<file path="src/rtl/alu_issue_pkg.sv">
////////////////////
// shared widths, alu operation encoding,
// reservation station entry and cdb broadcast types
////////////////////
package alu_issue_pkg;

    ////////////////////
    // widths
    ////////////////////
    localparam int xlen     = 32;   // datapath width
    localparam int preg_len = 6;    // physical register tag
    localparam int rob_len  = 5;    // reorder buffer index

    ////////////////////
    // alu operations
    ////////////////////
    // shifts use the low 5 bits of operand b
    typedef enum logic [2:0] {
        alu_add = 3'd0,
        alu_sub = 3'd1,
        alu_and = 3'd2,
        alu_or  = 3'd3,
        alu_xor = 3'd4,
        alu_sll = 3'd5,
        alu_srl = 3'd6,
        alu_slt = 3'd7     // signed compare
    } alu_op_e;

    ////////////////////
    // station entry
    ////////////////////
    // while an operand is not ready its value field holds
    // the awaited tag in the low preg_len bits
    typedef struct packed {
        logic                opa_ready;
        logic [xlen-1:0]     opa_value;
        logic                opb_ready;
        logic [xlen-1:0]     opb_value;
        alu_op_e             alu_op;
        logic [preg_len-1:0] dest_preg;
        logic [rob_len-1:0]  rob_idx;
    } rs_entry_t;

    ////////////////////
    // cdb broadcast
    ////////////////////
    typedef struct packed {
        logic [preg_len-1:0] dest_preg;   // tag being produced
        logic [xlen-1:0]     value;
        logic [rob_len-1:0]  rob_idx;
    } cdb_t;

endpackage

</file>
<file path="src/rtl/cdb_if.sv">
////////////////////
// one cdb broadcast
// valid plus payload, no back-pressure
////////////////////
`timescale 1ns/1ns

interface cdb_if;
    import alu_issue_pkg::*;

    logic valid;
    cdb_t data;

    // producer side
    modport src (
        output valid,
        output data
    );

    // consumer side
    modport dst (
        input valid,
        input data
    );

endinterface

</file>
<file path="src/rtl/issue_if.sv">
////////////////////
// issue channel from the reservation
// station to the alu
////////////////////
`timescale 1ns/1ns

interface issue_if;
    import alu_issue_pkg::*;

    logic      valid;
    logic      ready;
    rs_entry_t entry;   // held while valid && !ready

    modport rs (
        output valid,
        output entry,
        input  ready
    );

    modport alu (
        input  valid,
        input  entry,
        output ready
    );

endinterface

</file>
<file path="src/rtl/alu_exec.sv">
////////////////////
// single-cycle integer alu
// result register held until the cdb takes it
////////////////////
`timescale 1ns/1ns

module alu_exec (
    input  logic clock,
    input  logic reset,
    input  logic flush,
    issue_if.alu issue,
    cdb_if.src   result,
    input  logic alu_grant     // arbiter took the result this cycle
);
    import alu_issue_pkg::*;

    logic            res_valid;
    cdb_t            res_data;
    logic [xlen-1:0] alu_value;
    logic            issue_fire;

    function automatic logic [xlen-1:0] alu_compute(
        input alu_op_e         op,
        input logic [xlen-1:0] a,
        input logic [xlen-1:0] b
    );
        logic [xlen-1:0] r;
        case (op)
            alu_add: r = a + b;
            alu_sub: r = a - b;
            alu_and: r = a & b;
            alu_or:  r = a | b;
            alu_xor: r = a ^ b;
            alu_sll: r = a << b[4:0];
            alu_srl: r = a >> b[4:0];
            alu_slt: r = {{(xlen-1){1'b0}}, ($signed(a) < $signed(b))};
            default: r = '0;
        endcase
        return r;
    endfunction

    ////////////////////
    // execute
    ////////////////////
    assign alu_value = alu_compute(issue.entry.alu_op,
                                   issue.entry.opa_value,
                                   issue.entry.opb_value);

    assign issue.ready = !res_valid || alu_grant;
    assign issue_fire  = issue.valid && issue.ready;

    ////////////////////
    // result register
    ////////////////////
    always_ff @(posedge clock) begin
        if (reset || flush)
            res_valid <= 1'b0;
        else if (issue_fire)
            res_valid <= 1'b1;
        else if (alu_grant)
            res_valid <= 1'b0;           // drained, nothing new
    end

    always_ff @(posedge clock) begin
        if (issue_fire) begin
            res_data.dest_preg <= issue.entry.dest_preg;
            res_data.value     <= alu_value;
            res_data.rob_idx   <= issue.entry.rob_idx;
        end
    end

    assign result.valid = res_valid;
    assign result.data  = res_data;

endmodule

</file>
<file path="src/rtl/alu_issue_top.sv">
////////////////////
// alu issue cluster top level
// station, alu and cdb arbiter on plain ports
////////////////////
`timescale 1ns/1ns

module alu_issue_top #(
    parameter int rs_size = 8
) (
    input  logic                               clock,
    input  logic                               reset,
    input  logic                               flush,
    // dispatch
    input  logic                               dispatch_valid,
    output logic                               rs_full,
    input  logic                               opa_ready,
    input  logic [alu_issue_pkg::xlen-1:0]     opa_value,
    input  logic [alu_issue_pkg::preg_len-1:0] opa_tag,
    input  logic                               opb_ready,
    input  logic [alu_issue_pkg::xlen-1:0]     opb_value,
    input  logic [alu_issue_pkg::preg_len-1:0] opb_tag,
    input  alu_issue_pkg::alu_op_e             alu_op,
    input  logic [alu_issue_pkg::preg_len-1:0] dest_preg,
    input  logic [alu_issue_pkg::rob_len-1:0]  rob_idx,
    // results from other units
    input  logic                               ext_cdb_valid,
    input  logic [alu_issue_pkg::preg_len-1:0] ext_cdb_preg,
    input  logic [alu_issue_pkg::xlen-1:0]     ext_cdb_value,
    input  logic [alu_issue_pkg::rob_len-1:0]  ext_cdb_rob,
    // broadcast
    output logic                               cdb_valid,
    output logic [alu_issue_pkg::preg_len-1:0] cdb_preg,
    output logic [alu_issue_pkg::xlen-1:0]     cdb_value,
    output logic [alu_issue_pkg::rob_len-1:0]  cdb_rob
);
    import alu_issue_pkg::*;

    cdb_t ext_data;
    logic alu_grant;

    issue_if issue_bus ();
    cdb_if   alu_cdb ();      // alu result to arbiter
    cdb_if   bcast_cdb ();    // arbiter to station and outputs

    assign ext_data.dest_preg = ext_cdb_preg;
    assign ext_data.value     = ext_cdb_value;
    assign ext_data.rob_idx   = ext_cdb_rob;

    rs_alu #(.rs_size(rs_size)) u_rs_alu (
        .clock(clock), .reset(reset), .flush(flush),
        .dispatch_valid(dispatch_valid),
        .opa_ready(opa_ready), .opa_value(opa_value), .opa_tag(opa_tag),
        .opb_ready(opb_ready), .opb_value(opb_value), .opb_tag(opb_tag),
        .alu_op(alu_op), .dest_preg(dest_preg), .rob_idx(rob_idx),
        .rs_full(rs_full), .issue(issue_bus), .cdb(bcast_cdb)
    );

    alu_exec u_alu_exec (
        .clock(clock), .reset(reset), .flush(flush),
        .issue(issue_bus), .result(alu_cdb), .alu_grant(alu_grant)
    );

    cdb_arb u_cdb_arb (
        .clock(clock), .reset(reset), .flush(flush),
        .ext_valid(ext_cdb_valid), .ext_data(ext_data),
        .alu_result(alu_cdb), .alu_grant(alu_grant), .bcast(bcast_cdb)
    );

    assign cdb_valid = bcast_cdb.valid;
    assign cdb_preg  = bcast_cdb.data.dest_preg;
    assign cdb_value = bcast_cdb.data.value;
    assign cdb_rob   = bcast_cdb.data.rob_idx;

endmodule

</file>
<file path="src/rtl/cdb_arb.sv">
////////////////////
// cdb arbiter
// external result first, alu result otherwise
////////////////////
`timescale 1ns/1ns

module cdb_arb (
    input  logic                clock,
    input  logic                reset,
    input  logic                flush,
    input  logic                ext_valid,
    input  alu_issue_pkg::cdb_t ext_data,
    cdb_if.dst                  alu_result,
    output logic                alu_grant,
    cdb_if.src                  bcast
);
    import alu_issue_pkg::*;

    logic bcast_valid;
    cdb_t bcast_data;

    // alu only wins an otherwise idle bus
    assign alu_grant = alu_result.valid && !ext_valid;

    ////////////////////
    // broadcast register
    ////////////////////
    always_ff @(posedge clock) begin
        if (reset || flush)
            bcast_valid <= 1'b0;
        else
            bcast_valid <= ext_valid || alu_result.valid;
    end

    always_ff @(posedge clock) begin
        if (ext_valid)
            bcast_data <= ext_data;
        else if (alu_grant)
            bcast_data <= alu_result.data;
    end

    assign bcast.valid = bcast_valid;
    assign bcast.data  = bcast_data;

endmodule

</file>
<file path="src/rtl/psel_gen.sv">
////////////////////
// fixed priority selector
// lowest index wins
////////////////////
`timescale 1ns/1ns

module psel_gen #(
    parameter  int width = 8,
    localparam int idx_w = (width > 1) ? $clog2(width) : 1
) (
    input  logic [width-1:0] req,
    output logic [width-1:0] gnt,       // one-hot
    output logic [idx_w-1:0] gnt_idx,
    output logic             empty      // nothing requested
);

    // scan from the top so the lowest request is the last one written
    always_comb begin
        gnt     = '0;
        gnt_idx = '0;
        for (int i = width - 1; i >= 0; i--) begin
            if (req[i]) begin
                gnt     = '0;
                gnt[i]  = 1'b1;
                gnt_idx = i[idx_w-1:0];
            end
        end
    end

    assign empty = ~|req;

endmodule

</file>
<file path="src/rtl/rs_alu.sv">
////////////////////
// alu reservation station
// dispatch into the lowest free slot, cdb wakeup,
// oldest-index select and issue register
////////////////////
`timescale 1ns/1ns

module rs_alu #(
    parameter int rs_size = 8
) (
    input  logic                               clock,
    input  logic                               reset,
    input  logic                               flush,
    // dispatch
    input  logic                               dispatch_valid,
    input  logic                               opa_ready,
    input  logic [alu_issue_pkg::xlen-1:0]     opa_value,
    input  logic [alu_issue_pkg::preg_len-1:0] opa_tag,
    input  logic                               opb_ready,
    input  logic [alu_issue_pkg::xlen-1:0]     opb_value,
    input  logic [alu_issue_pkg::preg_len-1:0] opb_tag,
    input  alu_issue_pkg::alu_op_e             alu_op,
    input  logic [alu_issue_pkg::preg_len-1:0] dest_preg,
    input  logic [alu_issue_pkg::rob_len-1:0]  rob_idx,
    output logic                               rs_full,
    // issue and wakeup
    issue_if.rs                                issue,
    cdb_if.dst                                 cdb
);
    import alu_issue_pkg::*;

    localparam int idx_w = (rs_size > 1) ? $clog2(rs_size) : 1;

    rs_entry_t          entries [rs_size];
    rs_entry_t          woken   [rs_size];   // entries with this cycle's broadcast applied
    rs_entry_t          disp_entry;
    logic [rs_size-1:0] free;
    logic [rs_size-1:0] free_gnt;
    logic [idx_w-1:0]   free_idx;
    logic [rs_size-1:0] req;
    logic [rs_size-1:0] sel_gnt;
    logic [idx_w-1:0]   sel_idx;
    logic               sel_empty;
    logic               opa_hit;
    logic               opb_hit;
    logic               dispatch_fire;
    logic               can_issue;
    logic               issue_fire;
    logic               issue_valid;
    rs_entry_t          issue_entry;

    ////////////////////
    // dispatch
    ////////////////////
    // a waiting operand whose tag is on the cdb right now is taken as ready
    assign opa_hit = !opa_ready && cdb.valid && (opa_tag == cdb.data.dest_preg);
    assign opb_hit = !opb_ready && cdb.valid && (opb_tag == cdb.data.dest_preg);

    always_comb begin
        disp_entry.opa_ready = opa_ready || opa_hit;
        if (opa_ready)
            disp_entry.opa_value = opa_value;
        else if (opa_hit)
            disp_entry.opa_value = cdb.data.value;
        else
            disp_entry.opa_value = xlen'(opa_tag);
        disp_entry.opb_ready = opb_ready || opb_hit;
        if (opb_ready)
            disp_entry.opb_value = opb_value;
        else if (opb_hit)
            disp_entry.opb_value = cdb.data.value;
        else
            disp_entry.opb_value = xlen'(opb_tag);
        disp_entry.alu_op    = alu_op;
        disp_entry.dest_preg = dest_preg;
        disp_entry.rob_idx   = rob_idx;
    end

    // free slot finder, empty means no free slot left
    psel_gen #(.width(rs_size)) u_free_sel (
        .req     (free),
        .gnt     (free_gnt),
        .gnt_idx (free_idx),
        .empty   (rs_full)
    );

    assign dispatch_fire = dispatch_valid && !rs_full;

    ////////////////////
    // wakeup
    ////////////////////
    always_comb begin
        for (int i = 0; i < rs_size; i++) begin
            woken[i] = entries[i];
            if (cdb.valid && !entries[i].opa_ready &&
                entries[i].opa_value[preg_len-1:0] == cdb.data.dest_preg) begin
                woken[i].opa_ready = 1'b1;
                woken[i].opa_value = cdb.data.value;
            end
            if (cdb.valid && !entries[i].opb_ready &&
                entries[i].opb_value[preg_len-1:0] == cdb.data.dest_preg) begin
                woken[i].opb_ready = 1'b1;
                woken[i].opb_value = cdb.data.value;
            end
            req[i] = !free[i] && woken[i].opa_ready && woken[i].opb_ready;
        end
    end

    ////////////////////
    // select and issue
    ////////////////////
    psel_gen #(.width(rs_size)) u_issue_sel (
        .req     (req),
        .gnt     (sel_gnt),
        .gnt_idx (sel_idx),
        .empty   (sel_empty)
    );

    assign can_issue  = !issue_valid || issue.ready;   // issue reg empty or draining
    assign issue_fire = can_issue && !sel_empty;

    always_ff @(posedge clock) begin
        if (reset || flush)
            issue_valid <= 1'b0;
        else if (can_issue)
            issue_valid <= !sel_empty;
    end

    always_ff @(posedge clock) begin
        if (issue_fire)
            issue_entry <= woken[sel_idx];
    end

    assign issue.valid = issue_valid;
    assign issue.entry = issue_entry;

    ////////////////////
    // entry storage
    ////////////////////
    always_ff @(posedge clock) begin
        for (int i = 0; i < rs_size; i++)
            entries[i] <= woken[i];
        if (dispatch_fire)
            entries[free_idx] <= disp_entry;   // new entry overrides its slot
    end

    always_ff @(posedge clock) begin
        if (reset || flush) begin
            free <= '1;
        end else begin
            for (int i = 0; i < rs_size; i++) begin
                if (dispatch_fire && free_gnt[i])
                    free[i] <= 1'b0;
                else if (issue_fire && sel_gnt[i])
                    free[i] <= 1'b1;       // slot released on issue
            end
        end
    end

endmodule

</file>
<file path="config.mk">
export PLATFORM = sky130hd
export DESIGN_NAME = alu_issue_top
export DESIGN_NICKNAME = d
export VERILOG_FILES = /design/src/rtl/alu_issue_pkg.sv /design/src/rtl/cdb_if.sv /design/src/rtl/issue_if.sv /design/src/rtl/alu_exec.sv /design/src/rtl/alu_issue_top.sv /design/src/rtl/cdb_arb.sv /design/src/rtl/psel_gen.sv /design/src/rtl/rs_alu.sv
export SDC_FILE = /design/constraint.sdc
export NUM_CORES = 2
export LEC_CHECK = 0
export ABC_AREA = 1
export BUFFER_PORTS_ARGS = -buffer_cell sky130_fd_sc_hd__buf_2
export CAP_MARGIN = 10
export CORE_MARGIN = 2
export CORE_UTILIZATION = 45
export DETAILED_ROUTE_END_ITERATION = 16
export HOLD_SLACK_MARGIN = 0.08
export SYNTH_ARGS = -nofsm -noshare
export SYNTH_HDL_FRONTEND = slang
export SYNTH_SLANG_ARGS = --single-unit
</file>
<file path="constraint.sdc">
create_clock -name clock -period 11.1 [get_ports clock]
set_input_delay 1.665 -clock clock [delete_from_list [all_inputs] [get_ports clock]]
set_output_delay 1.665 -clock clock [all_outputs]
set_load 0.05 [all_outputs]
</file>
Yosys cells after proc, flatten, opt, wreduce, memory -nomap -nowiden
Memories as Yosys holds them, arrays and structs flattened.
Cells that the tools add are included.
{ "totals": {"ff_bits": 175, "mem_bits_rw": 640, "inputBits": 140, "wordCells": 257, "n_memories": 1} }
{ "classes": {"add_sub_neg": 2, "order_cmp": 2, "eq_ne": 25, "shifts": 2, "n_mux": 78, "bitwise_logic": 4, "reduce_logical": 121} }
{ "mem_list": {"columns": ["memory", "depth", "word_bits", "read_ports", "rd_ports_with_merged_regs", "write_ports", "line_no", "source"], "rows": [
  ["u_rs_alu.entries", 8, 80, 8, 0, 9, "rs_alu.sv:34", "rs_entry_t entries [rs_size];"]
]} }
{ "ops": {"columns": ["cell", "count"], "rows": [
  ["two-way mux 33 bit", 16],
  ["case mux 32 bit (8 select lines)", 1],
  ["binary-select mux 80 bit (select 3 bit)", 1],
  ["two-way mux 79 bit", 2],
  ["two-way mux 32 bit", 4],
  ["two-way mux 8 bit", 16],
  ["== test 6 bit", 18],
  ["two-way mux 43 bit", 2],
  ["logical AND 1 bit", 72],
  ["two-way mux 3 bit", 16],
  ["adder 32 bit", 1],
  ["bitwise AND 32 bit", 1],
  ["less-than comparator 32 bit", 1],
  ["OR 32 bit", 1],
  ["<< shifter 32 x 5 -> 32 bit", 1],
  ["right shift 32 x 5 -> 32 bit", 1],
  ["subtractor 32 bit", 1],
  ["XOR 32 bit", 1],
  ["logical NOT 1 bit", 30],
  ["two-way mux 1 bit", 20],
  ["nonzero test 2 bit", 10],
  ["OR reduction 8 bit", 2],
  ["== test 3 bit, second input constant", 4],
  ["== test 3 x 2 -> 1 bit, second input constant", 2],
  ["5 further kinds", 10]
]} }

Longest topological paths before layout
An unclocked memory read counts as a cell.
{ "logic_depth": {"depth_word": 19, "ltp_mapped": 21} }

Hierarchy
From an unflattened synthesis, not the netlist that was laid out.
{ "hier_totals": {"hier_cells": 8095, "hier_area_um2": 53643.9} }
{ "by_module_without_submodules": {"columns": ["module", "n_inst", "cells_each", "area_each_um2"], "rows": [
  ["rs_alu", 1, 5863, 40567.7],
  ["alu_exec", 1, 1975, 10822.9],
  ["cdb_arb", 1, 191, 1920.6],
  ["psel_gen", 2, 33, 166.4]
]} }

Worst setup path before layout
Ideal clock, no wire load.
{ "synth_timing": {"path_kind": "input to register", "start": "in ext_cdb_valid", "end": "reg u_alu_exec.res_data, in the netlist u_alu_exec.result.data[0] (enable)", "setup_time_ps": 444, "arrival_ps": 3602, "t_required_ps": 10656, "setup_slack_ps": 7053, "path_stages": 3, "path_buffers": 0, "path_cell_list": "nand2_1 -> inv_1 -> nor2_1"} }
{ "synth_via": {"elab_chain_cells": 4} }
{ "synth_lines": {"columns": ["element", "line_no", "source"], "rows": [
  ["from (decl)", "alu_issue_top.sv:26", "input logic ext_cdb_valid,"],
  ["logical NOT 1 bit", "cdb_arb.sv:23", "assign alu_grant = alu_result.valid && !ext_valid;"],
  ["logical AND 1 bit", "cdb_arb.sv:23", null],
  ["logical OR 1 bit", "alu_exec.sv:49", "assign issue.ready = !res_valid || alu_grant;"],
  ["logical AND 1 bit", "alu_exec.sv:50", "assign issue_fire = issue.valid && issue.ready;"],
  ["named net u_alu_exec.issue_fire", "alu_exec.sv:20", "logic issue_fire;"],
  ["to (decl)", "alu_exec.sv:18", "cdb_t res_data;"]
]} }
The timed path passes the listed nets, and every way through them passes these cells.
A chain may end at the register's enable or synchronous reset.

Worst setup path after layout
{ "layout_timing": {"start": "reg u_cdb_arb.bcast_data, in the netlist u_cdb_arb.bcast.data[41]", "end": "reg u_rs_alu.issue_entry, in the netlist u_rs_alu.issue.entry[7] (data pin)"} }
{ "layout_via": {"elab_chain_cells": 17} }
{ "layout_lines": {"columns": ["element", "line_no", "source"], "rows": [
  ["from (decl)", "cdb_arb.sv:20", "cdb_t bcast_data;"],
  ["from (signal assigned)", "cdb_arb.sv:37", "bcast_data <= ext_data;"],
  ["from (signal assigned)", "cdb_arb.sv:39", "bcast_data <= alu_result.data;"],
  ["== test 6 bit", "rs_alu.sv:96", "entries[i].opa_value[preg_len-1:0] == cdb.data.dest_preg) begin"],
  ["logical AND 1 bit", "rs_alu.sv:95", "if (cdb.valid && !entries[i].opa_ready &&"],
  ["two-way mux 33 bit", "rs_alu.sv:95", null],
  ["logical AND 1 bit (2 in a row)", "rs_alu.sv:105", "req[i] = !free[i] && woken[i].opa_ready && woken[i].opb_ready;"],
  ["two-way mux 3 bit (7 in a row)", "psel_gen.sv:22", "if (req[i]) begin"],
  ["two-way mux 3 bit *", "psel_gen.sv:22", null],
  ["inverter 3 -> 4 bit (implied by the code) *", "rs_alu.sv:131", "issue_entry <= woken[sel_idx];"],
  ["binary-select mux 80 bit (select 3 bit) *", "rs_alu.sv:131", null],
  ["two-way mux 79 bit (implied by the code) * (2 in a row)", "rs_alu.sv:131", null],
  ["to (signal assigned)", "rs_alu.sv:131", null],
  ["to (decl)", "rs_alu.sv:50", "rs_entry_t issue_entry;"]
]} }
Mark *: on every way between the ends. The rest lies on a longest branch, timed or not. The select of a mux whose other input is x is not followed.

==> impl_metrics.ini <==
[timing]
period_needed_ns = 6.296
rsz0062_at_grt = false
slew_headroom_pct = 19.26
setup_viol_count_final = 0
holdWs_ns = 0.4183
finalSetupTns_ns = 0
clock_skew_ns = 0.03868
maxSlewViolCount = 0
max_freq_ghz = 0.1588
period_share_pct = 56.72
worst_pin_slew_ns = 1.200
hold_violations = 0

[route]
routed_wl_um = 199300
drt_iter0_drc = 5923
ant_nets = 0
drcViolationCount = 0
wl_per_cell_um = 23.35
first_pass_iters = 8
vias = 49090
vias_per_cell = 5.753

[critical_path]
crit_required_ns = 11.56
cp.buffers_inverters = 5
rr_startpoint = u_cdb_arb.bcast.data[41]
crit_path_end_kind = register
worstSetupStartpointType = register
reg2reg_to = u_rs_alu.issue.entry[7]
crit_path_max_incr_delay_ns = 0.93
cp_data_arrival_time_ns = 6.76
crit_top_cell = nand2_1
crit_family = buffers and inverters
cp_slowest_cell = buf_4
crit_end = u_rs_alu.issue.entry[7]
path_cells = inv_2 -> o21ai_0 -> nor2_1 -> nand2_1 -> nor2_1 -> inv_2 -> buf_4 -> nand2_1 -> nand3_1 -> nand3_1 -> nand2_8 -> buf_4 -> buf_4 -> nand3_1 -> nand3_1 -> nand2_1 -> nand2_1 -> nand2_1
crit_cells = 18
r2r_setup_slack_ns = 4.80
crit_type = reg -> reg
crit_start = u_cdb_arb.bcast.data[41]
path_max_fanout = 86
r2r_cells = 18

[layout]
finalNetCount = 7289
multi_input_area_um2 = 25130
syn2layout_area_growth_pct = 8.909
layout-drive-gt1-share_pct = 6.691
design_area_um2 = 52660
fill_cells = 10950
final_cells = 8533
regArea_um2 = 19080

[clock_network]
cts_setup_buffers = 0
ctsLongestPathBuffers = 3
hold_buffers = 0
clk_pin_slew_ns = 0.06
clk_latency_ns = 0.71
cts_max_level = 3
cts_sinks = 815
cts-resized-gates = 0
root_buffer = clkbuf_16
cts_buffers = 92
cts_tree = built

[hold_path]
min_path_type = reg -> reg

[pwr]
leakage_nw = 22.53
pwr_density_cell_nw_per_um2 = 145.3
ir_worst_vdd_v = 0.0001213

[outcome]
status = finished clean

[synthesis]
synth_cells = 7227
synth_area_um2 = 48350
postSynthNetCount = 7466
yosysWarnings = 0
synth_seq_area_share_pct = 39.46
ys_types = 55
synth_seq_cells = 815
syn_avg_cell_area_um2 = 6.691

[floorplanning]
fp.dieH_um = 331.8
die_w_um = 331.8
coreArea_um2 = 106800
ios = 185
design.die.area_um2 = 110100
rows = 120
start_util_pct = 45.30

[global_route]
grt_usage_pct = 35.13
first_global_vias = 44760
grt-ovfl-total = 0
antenna_found_initial = 8
grt_max_degree = 165
grt_pass1_wl_um = 293800

[place]
dp_cells = 8359
port-buffer-count = 184
placed_area_um2 = 49610
dp.final_hpwl_um = 128700
place_congestion = 0.9951

[flow_run]
cap_violations = 0
## cells by family (layout without fill, tap and decap cells)
family | count (synthesis) | after routing | synth area share [%]
and+or+nand+nor | 3510 | 3510 | 29.56
adders and majority gates | 99 | 99 | 2.593
xor gates and xnor gates | 42 | 42 | 0.7607
other | 0 | 1 | 0
DFF | 815 | 815 | 39.46
muxes | 44 | 44 | 0.9108
AOI/OAI and AO/OA | 1628 | 1628 | 17.82
buffers and inverters | 1089 | 991 | 8.896
## sequential cells by signal, summed over array words and instances, names as in the netlist
register	flops
u_rs_alu.entries	640
u_rs_alu.issue.entry	78
u_alu_exec.result.data	43
u_cdb_arb.bcast.data	43
u_rs_alu.free	8
u_alu_exec.result.valid	1
u_cdb_arb.bcast.valid	1
u_rs_alu.issue.valid	1
## worst register-to-register path: stages, from the launching register on
cell	delay [ns]
edfxtp_1	0.85
inv_2	0.41
o21ai_0	0.28
nor2_1	0.06
nand2_1	0.06
nor2_1	0.06
inv_2	0.05
buf_4	0.57
nand2_1	0.34
nand3_1	0.22
nand3_1	0.20
nand2_8	0.51
buf_4	0.93
buf_4	0.98
nand3_1	0.22
nand3_1	0.14
nand2_1	0.07
nand2_1	0.05
nand2_1	0.06
## cell usage after synthesis, drive strengths merged
library cell,count,area share [%]
a21oi,423,4.4
mux2i,44,0.91
fa,2,0.083
o31ai,1,0.016
xnor2,10,0.18
o21bai,13,0.21
ha,97,2.5
a221oi,7,0.13
o311ai,1,0.018
a31o,2,0.036
nand3b,1,0.016
clkinv,36,0.28
clkbuf,357,2.8
o21ai,1036,11
o21a,34,0.53
nand3,734,7.6
nand2,2232,17
a21o,5,0.078
a311oi,3,0.054
a22oi,1,0.016
nor4,15,0.19
a211oi,12,0.19
or2,15,0.19
a31oi,15,0.19
a2111oi,2,0.036
o22ai,19,0.25
edfxtp,276,17
xor2,32,0.58
o2111a,1,0.023
buf,175,1.8
a41oi,1,0.018
o211ai,25,0.40
nor2,464,3.6
o221ai,11,0.20
nand4,19,0.25
a21boi,4,0.062
nor3,30,0.31
inv,521,4.0
o2111ai,11,0.20
o211a,1,0.021
dfxtp,539,22
## routing by layer
layer	wire (um)	GRT usage (%)	share of wire (%)
met1	84460	47.77	42
met2	87560	55.02	44
met3	18910	6.247	9.5
met4	8301	14.59	4.2
met5	35	0	0.018
## layout by cell type (no fill, tap or decap), types with 12 or more instances in the layout
cell,instances
nand4_1,19
o21a_1,34
xor2_1,32
o21ai_1,57
or2_2,14
a31oi_1,15
clkbuf_16,94
o211ai_1,24
buf_2,184
nand3_1,728
edfxtp_1,276
o22ai_1,19
a21oi_1,416
dfxtp_1,539
nor3_1,27
a211oi_1,12
nor4_1,14
inv_1,506
clkinv_1,40
o21ai_0,979
clkbuf_1,23
nor2_1,452
clkinv_2,23
mux2i_1,44
ha_1,97
buf_4,74
nand2_1,2224
clkbuf_8,15
o21bai_1,12
## worst min-delay path by stage
| stage | slack, ns | start | cells past startpoint | to |
|---|---|---|---|---|
| after detailed placement | 0.40 | u_rs_alu.issue.entry[3] | 0 | u_alu_exec.result.data[3] |
| after floorplan | 0.40 | u_rs_alu.issue.entry[0] | 0 | u_alu_exec.result.data[0] |
| final | 0.42 | u_rs_alu.issue.entry[3] | 0 | u_alu_exec.result.data[3] |
| after global placement | 0.40 | u_rs_alu.issue.entry[3] | 0 | u_alu_exec.result.data[3] |
| after global routing | 0.42 | u_rs_alu.issue.entry[5] | 0 | u_alu_exec.result.data[37] |
| after CTS | 0.42 | u_rs_alu.issue.entry[3] | 0 | u_alu_exec.result.data[3] |
## through the flow
step                      power (mW)  worst slack, ns  utilization (%)
final                          7.654            4.804            49.33
after CTS                      7.656            5.136            49.33
after detailed placement       4.590            5.181            46.47
after global routing           7.961            4.454            49.33
after global placement         4.571            5.301            46.47
after floorplan                4.258            7.053                -
## final cells by class
class | instances | area share, %
Inverter | 557 | 3.994
Sequential cell | 815 | 36.23
Clock buffer | 134 | 5.051
Multi-Input combinational cell | 5323 | 47.73
Timing Repair Buffer | 261 | 2.918
Tap cell | 1403 | 3.333
Antenna cell | 1 | 0.004752
Clock inverter | 39 | 0.7437
## power breakdown
part / leakage, nW / total (mW) / switching [mW] / internal, mW
Clock: 1.51 / 3.10 / 1.35 / 1.75
Combinational: 14.0 / 1.04 / 0.687 / 0.352
Sequential: 7.02 / 3.52 / 0.132 / 3.39
Note: power is estimated with default switching activity, not from simulation.
